<file path="config.mk">
export PLATFORM = sky130hd
export DESIGN_NAME = rv_core
export DESIGN_NICKNAME = d
export VERILOG_FILES = /design/src/verilog/rv_pkg.sv /design/src/verilog/rv_core.sv /design/src/verilog/rv_hazard.sv /design/src/verilog/rv_memory.sv /design/src/verilog/rv_execute.sv /design/src/verilog/rv_decode.sv /design/src/verilog/rv_fetch.sv
export VERILOG_INCLUDE_DIRS = /design/src /design/src/include
export SDC_FILE = /design/constraint.sdc
export NUM_CORES = 2
export LEC_CHECK = 0
export BUFFER_PORTS_ARGS = -buffer_cell sky130_fd_sc_hd__buf_2
export CELL_PAD_IN_SITES_DETAIL_PLACEMENT = 1
export CELL_PAD_IN_SITES_GLOBAL_PLACEMENT = 1
export CORE_ASPECT_RATIO = 1.5
export CORE_UTILIZATION = 35
export CTS_BUF_LIST = sky130_fd_sc_hd__clkbuf_4 sky130_fd_sc_hd__clkbuf_8
export DETAILED_ROUTE_END_ITERATION = 6
export PLACE_DENSITY_LB_ADDON = 0.1
export SYNTH_ARGS = -nofsm -noshare
export SYNTH_HDL_FRONTEND = slang
export SYNTH_SLANG_ARGS = --single-unit
</file>
<file path="constraint.sdc">
create_clock -name clk -period 7.3 [get_ports clk]
set_input_delay 1.46 -clock clk [delete_from_list [all_inputs] [get_ports clk]]
set_output_delay 1.46 -clock clk [all_outputs]
set_load 0.02 [all_outputs]
</file>
<file path="src/include/rv_config.svh">
`ifndef RV_CONFIG_SVH
`define RV_CONFIG_SVH

// Data and address width.
`define RV_XLEN 32

// Architectural registers.
`define RV_REGS 32

// Data memory depth in words.
`define RV_DMEM_WORDS 64

// First fetch address.
`define RV_RESET_PC 32'h0000_0000

`endif
</file>
<file path="src/verilog/rv_pkg.sv">
`include "rv_config.svh"

package rv_pkg;

    typedef logic [`RV_XLEN-1:0]          word_t;
    typedef logic [$clog2(`RV_REGS)-1:0]  reg_addr_t;

    typedef enum logic [6:0] {
        OP     = 7'b0110011,
        OP_IMM = 7'b0010011,
        LUI    = 7'b0110111,
        LOAD   = 7'b0000011,
        STORE  = 7'b0100011,
        BRANCH = 7'b1100011,
        JAL    = 7'b1101111
    } opcode_t;

    typedef enum logic [2:0] {
        ALU_ADD,
        ALU_SUB,
        ALU_AND,
        ALU_OR,
        ALU_XOR,
        ALU_SLT,
        ALU_PASS_B   // Lui.
    } alu_op_t;

    typedef enum logic [1:0] {RES_ALU, RES_MEM, RES_PC4} result_src_t;

    // Operand source in execute.
    typedef enum logic [1:0] {FWD_REG, FWD_MEM, FWD_WB} fwd_sel_t;

endpackage

</file>
<file path="src/verilog/rv_core.sv">
`timescale 1ns/1ps

module rv_core
    import rv_pkg::*;
(
    input  logic      clk,
    input  logic      rst,
    input  word_t     imem_data_i,
    output word_t     imem_addr_o,
    output logic      retire_valid_o,
    output reg_addr_t retire_rd_o,
    output word_t     retire_data_o,
    output word_t     a0_o,
    output word_t     a1_o
);

    // Fetch and decode.
    word_t       instr_d, pc_d, pc_plus4_d;
    reg_addr_t   rs1_d, rs2_d;

    // Execute.
    logic        reg_write_e, mem_write_e, branch_e, branch_ne_e, jump_e, alu_src_imm_e;
    result_src_t result_src_e;
    alu_op_t     alu_op_e;
    word_t       rd1_e, rd2_e, imm_e, pc_e, pc_plus4_e, pc_target_e;
    reg_addr_t   rs1_e, rs2_e, rd_e;
    logic        pc_src_e, load_e;

    // Memory and writeback.
    logic        reg_write_m, mem_write_m, wb_we;
    result_src_t result_src_m;
    reg_addr_t   rd_m, wb_rd;
    word_t       alu_result_m, write_data_m, pc_plus4_m, wb_data;

    // Hazard control.
    logic        stall_f, stall_d, flush_d, flush_e;
    fwd_sel_t    fwd_a_e, fwd_b_e;

    assign load_e = (result_src_e == RES_MEM);

    rv_fetch u_fetch (
        .clk(clk), .rst(rst),
        .stall_f_i(stall_f), .stall_d_i(stall_d), .flush_d_i(flush_d),
        .pc_src_i(pc_src_e), .pc_target_i(pc_target_e),
        .imem_data_i(imem_data_i), .imem_addr_o(imem_addr_o),
        .instr_d_o(instr_d), .pc_d_o(pc_d), .pc_plus4_d_o(pc_plus4_d)
    );

    rv_decode u_decode (
        .clk(clk), .rst(rst),
        .instr_d_i(instr_d), .pc_d_i(pc_d), .pc_plus4_d_i(pc_plus4_d),
        .flush_e_i(flush_e),
        .wb_we_i(wb_we), .wb_rd_i(wb_rd), .wb_data_i(wb_data),
        .rs1_d_o(rs1_d), .rs2_d_o(rs2_d),
        .reg_write_e_o(reg_write_e), .mem_write_e_o(mem_write_e),
        .branch_e_o(branch_e), .branch_ne_e_o(branch_ne_e), .jump_e_o(jump_e),
        .alu_src_imm_e_o(alu_src_imm_e), .result_src_e_o(result_src_e),
        .alu_op_e_o(alu_op_e), .rd1_e_o(rd1_e), .rd2_e_o(rd2_e), .imm_e_o(imm_e),
        .pc_e_o(pc_e), .pc_plus4_e_o(pc_plus4_e),
        .rs1_e_o(rs1_e), .rs2_e_o(rs2_e), .rd_e_o(rd_e),
        .a0_o(a0_o), .a1_o(a1_o)
    );

    rv_execute u_execute (
        .clk(clk), .rst(rst),
        .reg_write_e_i(reg_write_e), .mem_write_e_i(mem_write_e),
        .branch_e_i(branch_e), .branch_ne_e_i(branch_ne_e), .jump_e_i(jump_e),
        .alu_src_imm_e_i(alu_src_imm_e), .result_src_e_i(result_src_e),
        .alu_op_e_i(alu_op_e), .rd1_e_i(rd1_e), .rd2_e_i(rd2_e), .imm_e_i(imm_e),
        .pc_e_i(pc_e), .pc_plus4_e_i(pc_plus4_e), .rd_e_i(rd_e),
        .fwd_a_i(fwd_a_e), .fwd_b_i(fwd_b_e),
        .mem_fwd_i(alu_result_m), .wb_fwd_i(wb_data),
        .pc_src_o(pc_src_e), .pc_target_o(pc_target_e),
        .reg_write_m_o(reg_write_m), .mem_write_m_o(mem_write_m),
        .result_src_m_o(result_src_m), .rd_m_o(rd_m),
        .alu_result_m_o(alu_result_m), .write_data_m_o(write_data_m),
        .pc_plus4_m_o(pc_plus4_m)
    );

    rv_memory u_memory (
        .clk(clk), .rst(rst),
        .reg_write_m_i(reg_write_m), .mem_write_m_i(mem_write_m),
        .result_src_m_i(result_src_m), .rd_m_i(rd_m),
        .alu_result_m_i(alu_result_m), .write_data_m_i(write_data_m),
        .pc_plus4_m_i(pc_plus4_m),
        .wb_we_o(wb_we), .wb_rd_o(wb_rd), .wb_data_o(wb_data)
    );

    rv_hazard u_hazard (
        .rs1_d_i(rs1_d), .rs2_d_i(rs2_d), .rs1_e_i(rs1_e), .rs2_e_i(rs2_e),
        .rd_e_i(rd_e), .rd_m_i(rd_m), .rd_w_i(wb_rd),
        .load_e_i(load_e), .reg_write_m_i(reg_write_m), .reg_write_w_i(wb_we),
        .pc_src_i(pc_src_e),
        .fwd_a_o(fwd_a_e), .fwd_b_o(fwd_b_e),
        .stall_f_o(stall_f), .stall_d_o(stall_d),
        .flush_d_o(flush_d), .flush_e_o(flush_e)
    );

    // Writes to x0 are not retirements.
    assign retire_valid_o = wb_we && wb_rd != '0;
    assign retire_rd_o    = wb_rd;
    assign retire_data_o  = wb_data;

endmodule

</file>
<file path="src/verilog/rv_hazard.sv">
`timescale 1ns/1ps

module rv_hazard
    import rv_pkg::*;
(
    input  reg_addr_t rs1_d_i,
    input  reg_addr_t rs2_d_i,
    input  reg_addr_t rs1_e_i,
    input  reg_addr_t rs2_e_i,
    input  reg_addr_t rd_e_i,
    input  reg_addr_t rd_m_i,
    input  reg_addr_t rd_w_i,
    input  logic      load_e_i,
    input  logic      reg_write_m_i,
    input  logic      reg_write_w_i,
    input  logic      pc_src_i,
    output fwd_sel_t  fwd_a_o,
    output fwd_sel_t  fwd_b_o,
    output logic      stall_f_o,
    output logic      stall_d_o,
    output logic      flush_d_o,
    output logic      flush_e_o
);

    logic load_use;

    // Youngest producer first.
    function automatic fwd_sel_t fwd_pick(reg_addr_t rs, reg_addr_t rd_m, logic we_m,
                                          reg_addr_t rd_w, logic we_w);
        if (rs == '0)                return FWD_REG;
        else if (we_m && rd_m == rs) return FWD_MEM;
        else if (we_w && rd_w == rs) return FWD_WB;
        else                         return FWD_REG;
    endfunction

    assign fwd_a_o = fwd_pick(rs1_e_i, rd_m_i, reg_write_m_i, rd_w_i, reg_write_w_i);
    assign fwd_b_o = fwd_pick(rs2_e_i, rd_m_i, reg_write_m_i, rd_w_i, reg_write_w_i);

    assign load_use  = load_e_i && rd_e_i != '0 && (rd_e_i == rs1_d_i || rd_e_i == rs2_d_i);
    assign stall_f_o = load_use;
    assign stall_d_o = load_use;
    assign flush_d_o = pc_src_i;
    assign flush_e_o = pc_src_i || load_use;   // Bubble behind the load.

endmodule

</file>
<file path="src/verilog/rv_memory.sv">
`timescale 1ns/1ps
`include "rv_config.svh"

module rv_memory
    import rv_pkg::*;
(
    input  logic        clk,
    input  logic        rst,
    input  logic        reg_write_m_i,
    input  logic        mem_write_m_i,
    input  result_src_t result_src_m_i,
    input  reg_addr_t   rd_m_i,
    input  word_t       alu_result_m_i,
    input  word_t       write_data_m_i,
    input  word_t       pc_plus4_m_i,
    output logic        wb_we_o,
    output reg_addr_t   wb_rd_o,
    output word_t       wb_data_o
);

    localparam int DMEM_AW = $clog2(`RV_DMEM_WORDS);

    word_t               dmem [`RV_DMEM_WORDS];
    logic [DMEM_AW-1:0]  word_idx;
    word_t               read_data, result;

    // Word index, wraps at the memory depth.
    assign word_idx = alu_result_m_i[DMEM_AW+1:2];

    always_ff @(posedge clk) begin
        if (mem_write_m_i) begin
            dmem[word_idx] <= write_data_m_i;
        end
    end

    assign read_data = dmem[word_idx];

    always_comb begin
        case (result_src_m_i)
            RES_MEM: result = read_data;
            RES_PC4: result = pc_plus4_m_i;
            default: result = alu_result_m_i;
        endcase
    end

    always_ff @(posedge clk) begin
        if (!rst) begin
            wb_we_o <= 1'b0;
        end else begin
            wb_we_o <= reg_write_m_i;
        end
    end

    always_ff @(posedge clk) begin
        wb_rd_o   <= rd_m_i;
        wb_data_o <= result;
    end

endmodule

</file>
<file path="src/verilog/rv_execute.sv">
`timescale 1ns/1ps

module rv_execute
    import rv_pkg::*;
(
    input  logic        clk,
    input  logic        rst,
    input  logic        reg_write_e_i,
    input  logic        mem_write_e_i,
    input  logic        branch_e_i,
    input  logic        branch_ne_e_i,
    input  logic        jump_e_i,
    input  logic        alu_src_imm_e_i,
    input  result_src_t result_src_e_i,
    input  alu_op_t     alu_op_e_i,
    input  word_t       rd1_e_i,
    input  word_t       rd2_e_i,
    input  word_t       imm_e_i,
    input  word_t       pc_e_i,
    input  word_t       pc_plus4_e_i,
    input  reg_addr_t   rd_e_i,
    input  fwd_sel_t    fwd_a_i,
    input  fwd_sel_t    fwd_b_i,
    input  word_t       mem_fwd_i,
    input  word_t       wb_fwd_i,
    output logic        pc_src_o,
    output word_t       pc_target_o,
    output logic        reg_write_m_o,
    output logic        mem_write_m_o,
    output result_src_t result_src_m_o,
    output reg_addr_t   rd_m_o,
    output word_t       alu_result_m_o,
    output word_t       write_data_m_o,
    output word_t       pc_plus4_m_o
);

    word_t src_a, src_b_reg, src_b, alu_result;
    logic  equal;

    function automatic word_t fwd_mux(fwd_sel_t sel, word_t reg_val, word_t mem_val,
                                      word_t wb_val);
        case (sel)
            FWD_MEM: return mem_val;
            FWD_WB:  return wb_val;
            default: return reg_val;
        endcase
    endfunction

    assign src_a     = fwd_mux(fwd_a_i, rd1_e_i, mem_fwd_i, wb_fwd_i);
    assign src_b_reg = fwd_mux(fwd_b_i, rd2_e_i, mem_fwd_i, wb_fwd_i);
    assign src_b     = alu_src_imm_e_i ? imm_e_i : src_b_reg;

    always_comb begin
        case (alu_op_e_i)
            ALU_SUB:    alu_result = src_a - src_b;
            ALU_AND:    alu_result = src_a & src_b;
            ALU_OR:     alu_result = src_a | src_b;
            ALU_XOR:    alu_result = src_a ^ src_b;
            ALU_SLT:    alu_result = word_t'($signed(src_a) < $signed(src_b));
            ALU_PASS_B: alu_result = src_b;
            default:    alu_result = src_a + src_b;
        endcase
    end

    assign equal       = (src_a == src_b_reg);
    assign pc_src_o    = jump_e_i || (branch_e_i && (equal != branch_ne_e_i));
    assign pc_target_o = pc_e_i + imm_e_i;

    always_ff @(posedge clk) begin
        if (!rst) begin
            reg_write_m_o <= 1'b0;
            mem_write_m_o <= 1'b0;
        end else begin
            reg_write_m_o <= reg_write_e_i;
            mem_write_m_o <= mem_write_e_i;
        end
    end

    always_ff @(posedge clk) begin
        result_src_m_o <= result_src_e_i;
        rd_m_o         <= rd_e_i;
        alu_result_m_o <= alu_result;
        write_data_m_o <= src_b_reg;   // Store data after forwarding.
        pc_plus4_m_o   <= pc_plus4_e_i;
    end

endmodule

</file>
<file path="src/verilog/rv_decode.sv">
`timescale 1ns/1ps
`include "rv_config.svh"

module rv_decode
    import rv_pkg::*;
(
    input  logic        clk,
    input  logic        rst,
    input  word_t       instr_d_i,
    input  word_t       pc_d_i,
    input  word_t       pc_plus4_d_i,
    input  logic        flush_e_i,
    input  logic        wb_we_i,
    input  reg_addr_t   wb_rd_i,
    input  word_t       wb_data_i,
    output reg_addr_t   rs1_d_o,
    output reg_addr_t   rs2_d_o,
    output logic        reg_write_e_o,
    output logic        mem_write_e_o,
    output logic        branch_e_o,
    output logic        branch_ne_e_o,
    output logic        jump_e_o,
    output logic        alu_src_imm_e_o,
    output result_src_t result_src_e_o,
    output alu_op_t     alu_op_e_o,
    output word_t       rd1_e_o,
    output word_t       rd2_e_o,
    output word_t       imm_e_o,
    output word_t       pc_e_o,
    output word_t       pc_plus4_e_o,
    output reg_addr_t   rs1_e_o,
    output reg_addr_t   rs2_e_o,
    output reg_addr_t   rd_e_o,
    output word_t       a0_o,
    output word_t       a1_o
);

    word_t       regs [`RV_REGS];
    reg_addr_t   rs1, rs2, rd;
    logic [2:0]  funct3;
    logic        reg_write, mem_write, branch, jump, alu_src_imm;
    result_src_t result_src;
    alu_op_t     alu_op, alu_op_f3;
    word_t       imm, rd1, rd2;

    assign rs1     = instr_d_i[19:15];
    assign rs2     = instr_d_i[24:20];
    assign rd      = instr_d_i[11:7];
    assign funct3  = instr_d_i[14:12];
    assign rs1_d_o = rs1;
    assign rs2_d_o = rs2;

    // Shared by register and immediate ALU forms.
    always_comb begin
        case (funct3)
            3'b010:  alu_op_f3 = ALU_SLT;
            3'b100:  alu_op_f3 = ALU_XOR;
            3'b110:  alu_op_f3 = ALU_OR;
            3'b111:  alu_op_f3 = ALU_AND;
            default: alu_op_f3 = ALU_ADD;
        endcase
    end

    always_comb begin
        reg_write   = 1'b0;
        mem_write   = 1'b0;
        branch      = 1'b0;
        jump        = 1'b0;
        alu_src_imm = 1'b0;
        result_src  = RES_ALU;
        alu_op      = ALU_ADD;
        imm         = {{20{instr_d_i[31]}}, instr_d_i[31:20]};
        case (opcode_t'(instr_d_i[6:0]))
            OP: begin
                reg_write = 1'b1;
                alu_op    = (funct3 == 3'b000 && instr_d_i[30]) ? ALU_SUB : alu_op_f3;
            end
            OP_IMM: begin
                reg_write   = 1'b1;
                alu_src_imm = 1'b1;
                alu_op      = alu_op_f3;
            end
            LUI: begin
                reg_write   = 1'b1;
                alu_src_imm = 1'b1;
                alu_op      = ALU_PASS_B;
                imm         = {instr_d_i[31:12], 12'b0};
            end
            LOAD: begin
                reg_write   = 1'b1;
                alu_src_imm = 1'b1;
                result_src  = RES_MEM;
            end
            STORE: begin
                mem_write   = 1'b1;
                alu_src_imm = 1'b1;
                imm = {{20{instr_d_i[31]}}, instr_d_i[31:25], instr_d_i[11:7]};
            end
            BRANCH: begin
                branch = 1'b1;
                imm = {{19{instr_d_i[31]}}, instr_d_i[31], instr_d_i[7],
                       instr_d_i[30:25], instr_d_i[11:8], 1'b0};
            end
            JAL: begin
                reg_write  = 1'b1;
                jump       = 1'b1;
                result_src = RES_PC4;
                imm = {{11{instr_d_i[31]}}, instr_d_i[31], instr_d_i[19:12],
                       instr_d_i[20], instr_d_i[30:21], 1'b0};
            end
            default: ;
        endcase
    end

    always_ff @(posedge clk) begin
        if (!rst) begin
            for (int i = 0; i < `RV_REGS; i++) begin
                regs[i] <= '0;
            end
        end else if (wb_we_i && wb_rd_i != '0) begin
            regs[wb_rd_i] <= wb_data_i;
        end
    end

    // Same-cycle writeback is visible to the read.
    assign rd1 = (rs1 == '0) ? '0 : (wb_we_i && wb_rd_i == rs1) ? wb_data_i : regs[rs1];
    assign rd2 = (rs2 == '0) ? '0 : (wb_we_i && wb_rd_i == rs2) ? wb_data_i : regs[rs2];

    assign a0_o = regs[10];
    assign a1_o = regs[11];

    always_ff @(posedge clk) begin
        if (!rst || flush_e_i) begin
            reg_write_e_o  <= 1'b0;
            mem_write_e_o  <= 1'b0;
            branch_e_o     <= 1'b0;
            jump_e_o       <= 1'b0;
            result_src_e_o <= RES_ALU;   // A bubble is never a load.
        end else begin
            reg_write_e_o  <= reg_write;
            mem_write_e_o  <= mem_write;
            branch_e_o     <= branch;
            jump_e_o       <= jump;
            result_src_e_o <= result_src;
        end
    end

    always_ff @(posedge clk) begin
        branch_ne_e_o   <= funct3[0];
        alu_src_imm_e_o <= alu_src_imm;
        alu_op_e_o      <= alu_op;
        rd1_e_o         <= rd1;
        rd2_e_o         <= rd2;
        imm_e_o         <= imm;
        pc_e_o          <= pc_d_i;
        pc_plus4_e_o    <= pc_plus4_d_i;
        rs1_e_o         <= rs1;
        rs2_e_o         <= rs2;
        rd_e_o          <= rd;
    end

endmodule

</file>
<file path="src/verilog/rv_fetch.sv">
`timescale 1ns/1ps
`include "rv_config.svh"

module rv_fetch
    import rv_pkg::*;
(
    input  logic  clk,
    input  logic  rst,
    input  logic  stall_f_i,
    input  logic  stall_d_i,
    input  logic  flush_d_i,
    input  logic  pc_src_i,
    input  word_t pc_target_i,
    input  word_t imem_data_i,
    output word_t imem_addr_o,
    output word_t instr_d_o,
    output word_t pc_d_o,
    output word_t pc_plus4_d_o
);

    localparam word_t NOP = 32'h0000_0013;   // addi x0,x0,0

    word_t pc, pc_plus4;

    assign pc_plus4    = pc + 32'd4;
    assign imem_addr_o = pc;

    always_ff @(posedge clk) begin
        if (!rst) begin
            pc <= `RV_RESET_PC;
        end else if (pc_src_i) begin
            pc <= pc_target_i;   // Redirect wins over a stall.
        end else if (!stall_f_i) begin
            pc <= pc_plus4;
        end
    end

    always_ff @(posedge clk) begin
        if (!rst || flush_d_i) begin
            instr_d_o <= NOP;
        end else if (!stall_d_i) begin
            instr_d_o    <= imem_data_i;
            pc_d_o       <= pc;
            pc_plus4_d_o <= pc_plus4;
        end
    end

endmodule

</file>
==> results.yml <==
synthesis:
  synthArstFlopShare: 0
  synth.most_common_cell: "edfxtp_1"
  yosysTopAreaCell: "edfxtp_1"
  synth-seq-cells: 3534
  synth_enable_flop_cells: 3134
  ys.flop_type: "edfxtp_1"
  seq_area_frac_synth: 0.680
  ys_types: 93
  yosys_warnings: 0
  synth.cell_area_um2: 150000
  synth_top_area_frac: 0.627
  synthCells: 9497
  yosys-top-cells-count: "edfxtp_1 (3134), and2_1 (1015), a22oi_1 (719)"
  synth_area_leaders: "edfxtp_1 (63%), mux4_2 (9.6%), dfxtp_1 (5.3%), and2_1 (4.2%), a22oi_1 (3.6%)"
  syn_avg_cell_area_um2: 15.8
floorplan:
  die-area_um2: 432000
  ios: 168
  fp-row-count: 294
  die_h_um: 804
  coreArea_um2: 427000
  start_util: 0.352
  die_x_um: 537
final_layout:
  finalCoreUtilization: 0.400
  syn_to_final_growth_pct: 13.6
  drive_above_1_share: 0.224
  layout.nets: 10000
  nFillCells: 42100
cts:
  clk_latency_ns: 1.25
  clk_path_buf_depth: 4
  cts.sinks: 3534
  post_cts_buffers: 0
  cts_tree: "built"
  ctsRootBufferMaster: "clkbuf_8"
  clkTransAtPathRegs_ns: 0.07
  hold_buffers: 0
  h-tree-depth: 6
  cts_buffers: 573
  ctsResizeCount: 0
timing:
  hold_viol: 0
  fin_worst_skew_ns: 0.0926
  setup_viol: 0
  tightest_slew_ns: 1.42
  rsz0062_at_grt: "false"
  slew_headroom: 0.0478
  period_share: 0.890
  post-route-min-period_ns: 6.50
  fmax_mhz: 154
  slew_viol_final: 0
  fin_tns_setup_ns: 0
pwr:
  switchingPower_mw: 17.6
  switching_share: 0.332
  powerDensity_nw_per_um2: 310
  ir_drop_uv: 216
  combPwrFrac: 0.226
  p_seq_frac: 0.450
  leakage_nw: 56.7
  clock_power_share: 0.325
  internal_power_mw: 35.4
global_routing:
  grt_pass1_wl_um: 788000
  grt-ovfl-total: 0
  grt_max_degree: 105
  grt_pass1_vias: 98300
  grtUsageTotal: 0.260
  antenna_found_initial: 22
setup_path:
  crit_required_ns: 8.40
  critPathKind: "register to register"
  critical_path_arrival_ns: 7.60
  end_kind: "register"
  cp_max_fo: 22
  start_kind: "register"
status:
  outcome: "finished, final reports clean"
placement:
  routabilityCongestion: 0.850
  io_buffer_count: 167
  hpwl_um: 363000
detailed_routing:
  drtIter0Drc: 7033
  wl_um: 569000
  wire_per_inst_um: 35.8
  first_pass_iters: 5
  vias_per_cell: 5.78
  drtAntennaViolNets: 0
  drc: 0
  vias: 91900
worst_hold_path:
  min_path_type: "register to register"
job:
  drv_cap: 0
-- state kept, by name, summed over array words and instances, names as in the netlist, 3 cells and up, named ones only --
register                  flops
u_decode.alu_op_e_o           3
u_decode.imm_e_o             32
u_decode.pc_e_o              32
u_decode.pc_plus4_e_o        30
u_decode.rd1_e_o             32
u_decode.rd2_e_o             32
u_decode.rd_e_o               5
u_decode.regs              1024
u_decode.rs1_e_o              5
u_decode.rs2_e_o              5
u_execute.alu_result_m_o     32
u_execute.pc_plus4_m_o       32
u_execute.rd_m_o              5
u_execute.write_data_m_o     32
u_fetch.imem_addr_o          32
u_fetch.instr_d_o            32
u_fetch.pc_d_o               30
u_fetch.pc_plus4_d_o         32
u_memory.dmem              2048
u_memory.wb_data_o           32
u_memory.wb_rd_o              5
-- critical path: stages, from the launching register on --
cell and delay, ns:
dfxtp_1 0.68, xor2_1 0.13, nor3_1 0.27, nand3_1 0.12, or3_1 0.37, inv_1 0.08, ha_1 0.45, buf_4 0.38
a22oi_1 0.14, o21ai_0 0.39, mux2i_1 0.24, inv_1 0.14, ha_1 0.33, nor2b_1 0.11, or4_1 0.46, o21ai_0 0.08
a21oi_1 0.11, a2111oi_2 0.61, o41ai_1 0.26, a211oi_1 0.41, nor2_1 0.10, or3_1 0.33, a41oi_1 0.19
-- cells by family (layout without fill, tap and decap cells) --
kind of cell,after synthesis,in the layout,synth area share
AND/OR/NAND/NOR,1904,1904,0.0700
AO/OA/AOI/OAI,2109,2109,0.102
multiplexers,776,776,0.105
adder cells (fa/ha/maj),135,135,0.0113
flip-flops,3534,3534,0.680
other,1,47,0.0000250
XOR/XNOR,134,134,0.00782
buffers and inverters,904,1644,0.0236
-- through the flow --
stage | instances | total power [mW] | area (µm²) | hold slack [ns] | worst slack [ns]
after floorplan | 9528 | 30.1 | 150000 | 0.310 | 1.62
after global placement | 14900 | 36.1 | 160000 | 0.310 | 0.975
after detailed placement | 14900 | 36.3 | 160000 | 0.313 | 0.862
after CTS | 15900 | 53.5 | 171000 | 0.308 | 0.868
after global routing | 15900 | 54.7 | 171000 | 0.304 | 0.472
final | 15900 | 52.9 | 171000 | 0.312 | 0.801
-- layout by cell type, fill, tap and decap left out, types with 155 or more instances in the layout --
master    instances
edfxtp_1       3134
and2_1         1014
a22oi_1         719
mux4_2          640
clkbuf_8        598
dfxtp_1         355
buf_4           315
a221oi_1        253
nor2_1          227
a22o_1          216
a31oi_1         215
nand2_1         206
a21oi_1         201
clkbuf_4        198
buf_2           166
o21ai_0         155
-- path summary, 6_finish.rpt --
path	endpoint	start	cells past startpoint	slack (ns)
worst max-delay path	u_execute.alu_result_m_o[25]	u_memory.wb_rd_o[3]	22	0.80
worst max register to register	u_execute.alu_result_m_o[25]	u_memory.wb_rd_o[3]	22	0.80
worst min register to register	u_execute.pc_plus4_m_o[10]	u_decode.pc_plus4_e_o[10]	0	0.31
worst min-delay path	u_execute.pc_plus4_m_o[10]	u_decode.pc_plus4_e_o[10]	0	0.31
-- area by class of cell --
cell class                      instances  area [µm²]  share of cell area
Sequential cell                      3534      102000               0.599
Multi-Input combinational cell       5090       45800               0.269
Clock buffer                          796        9720              0.0569
Tap cell                             5624        7040              0.0412
Timing Repair Buffer                  523        4040              0.0237
Clock inverter                        194        1290             0.00757
Inverter                              131         492             0.00288
Antenna cell                           15        37.5            0.000220
-- metal layers --
layer / vias to the layer above / share of wire / track usage
li1: 38600 / - / -
met2: 2749 / 0.54 / 0.491
met1: 49500 / 0.37 / 0.290
met4: 6 / 0.051 / 0.119
met5: - / 0.000058 / 0
met3: 1025 / 0.040 / 0.0296
-- power groups by stage --
stage          combinational [mW]  clock [mW]  sequential (mW)
3_5_place_dp                 12.1           0             24.2
6_report                     12.0        17.2             23.8
5_1_grt                      12.6        18.3             23.8
3_3_place_gp                 12.0           0             24.2
4_1_cts                      12.1        17.6             23.8
2_1_floorplan                6.01           0             24.1
(Power assumes the default switching activity.)
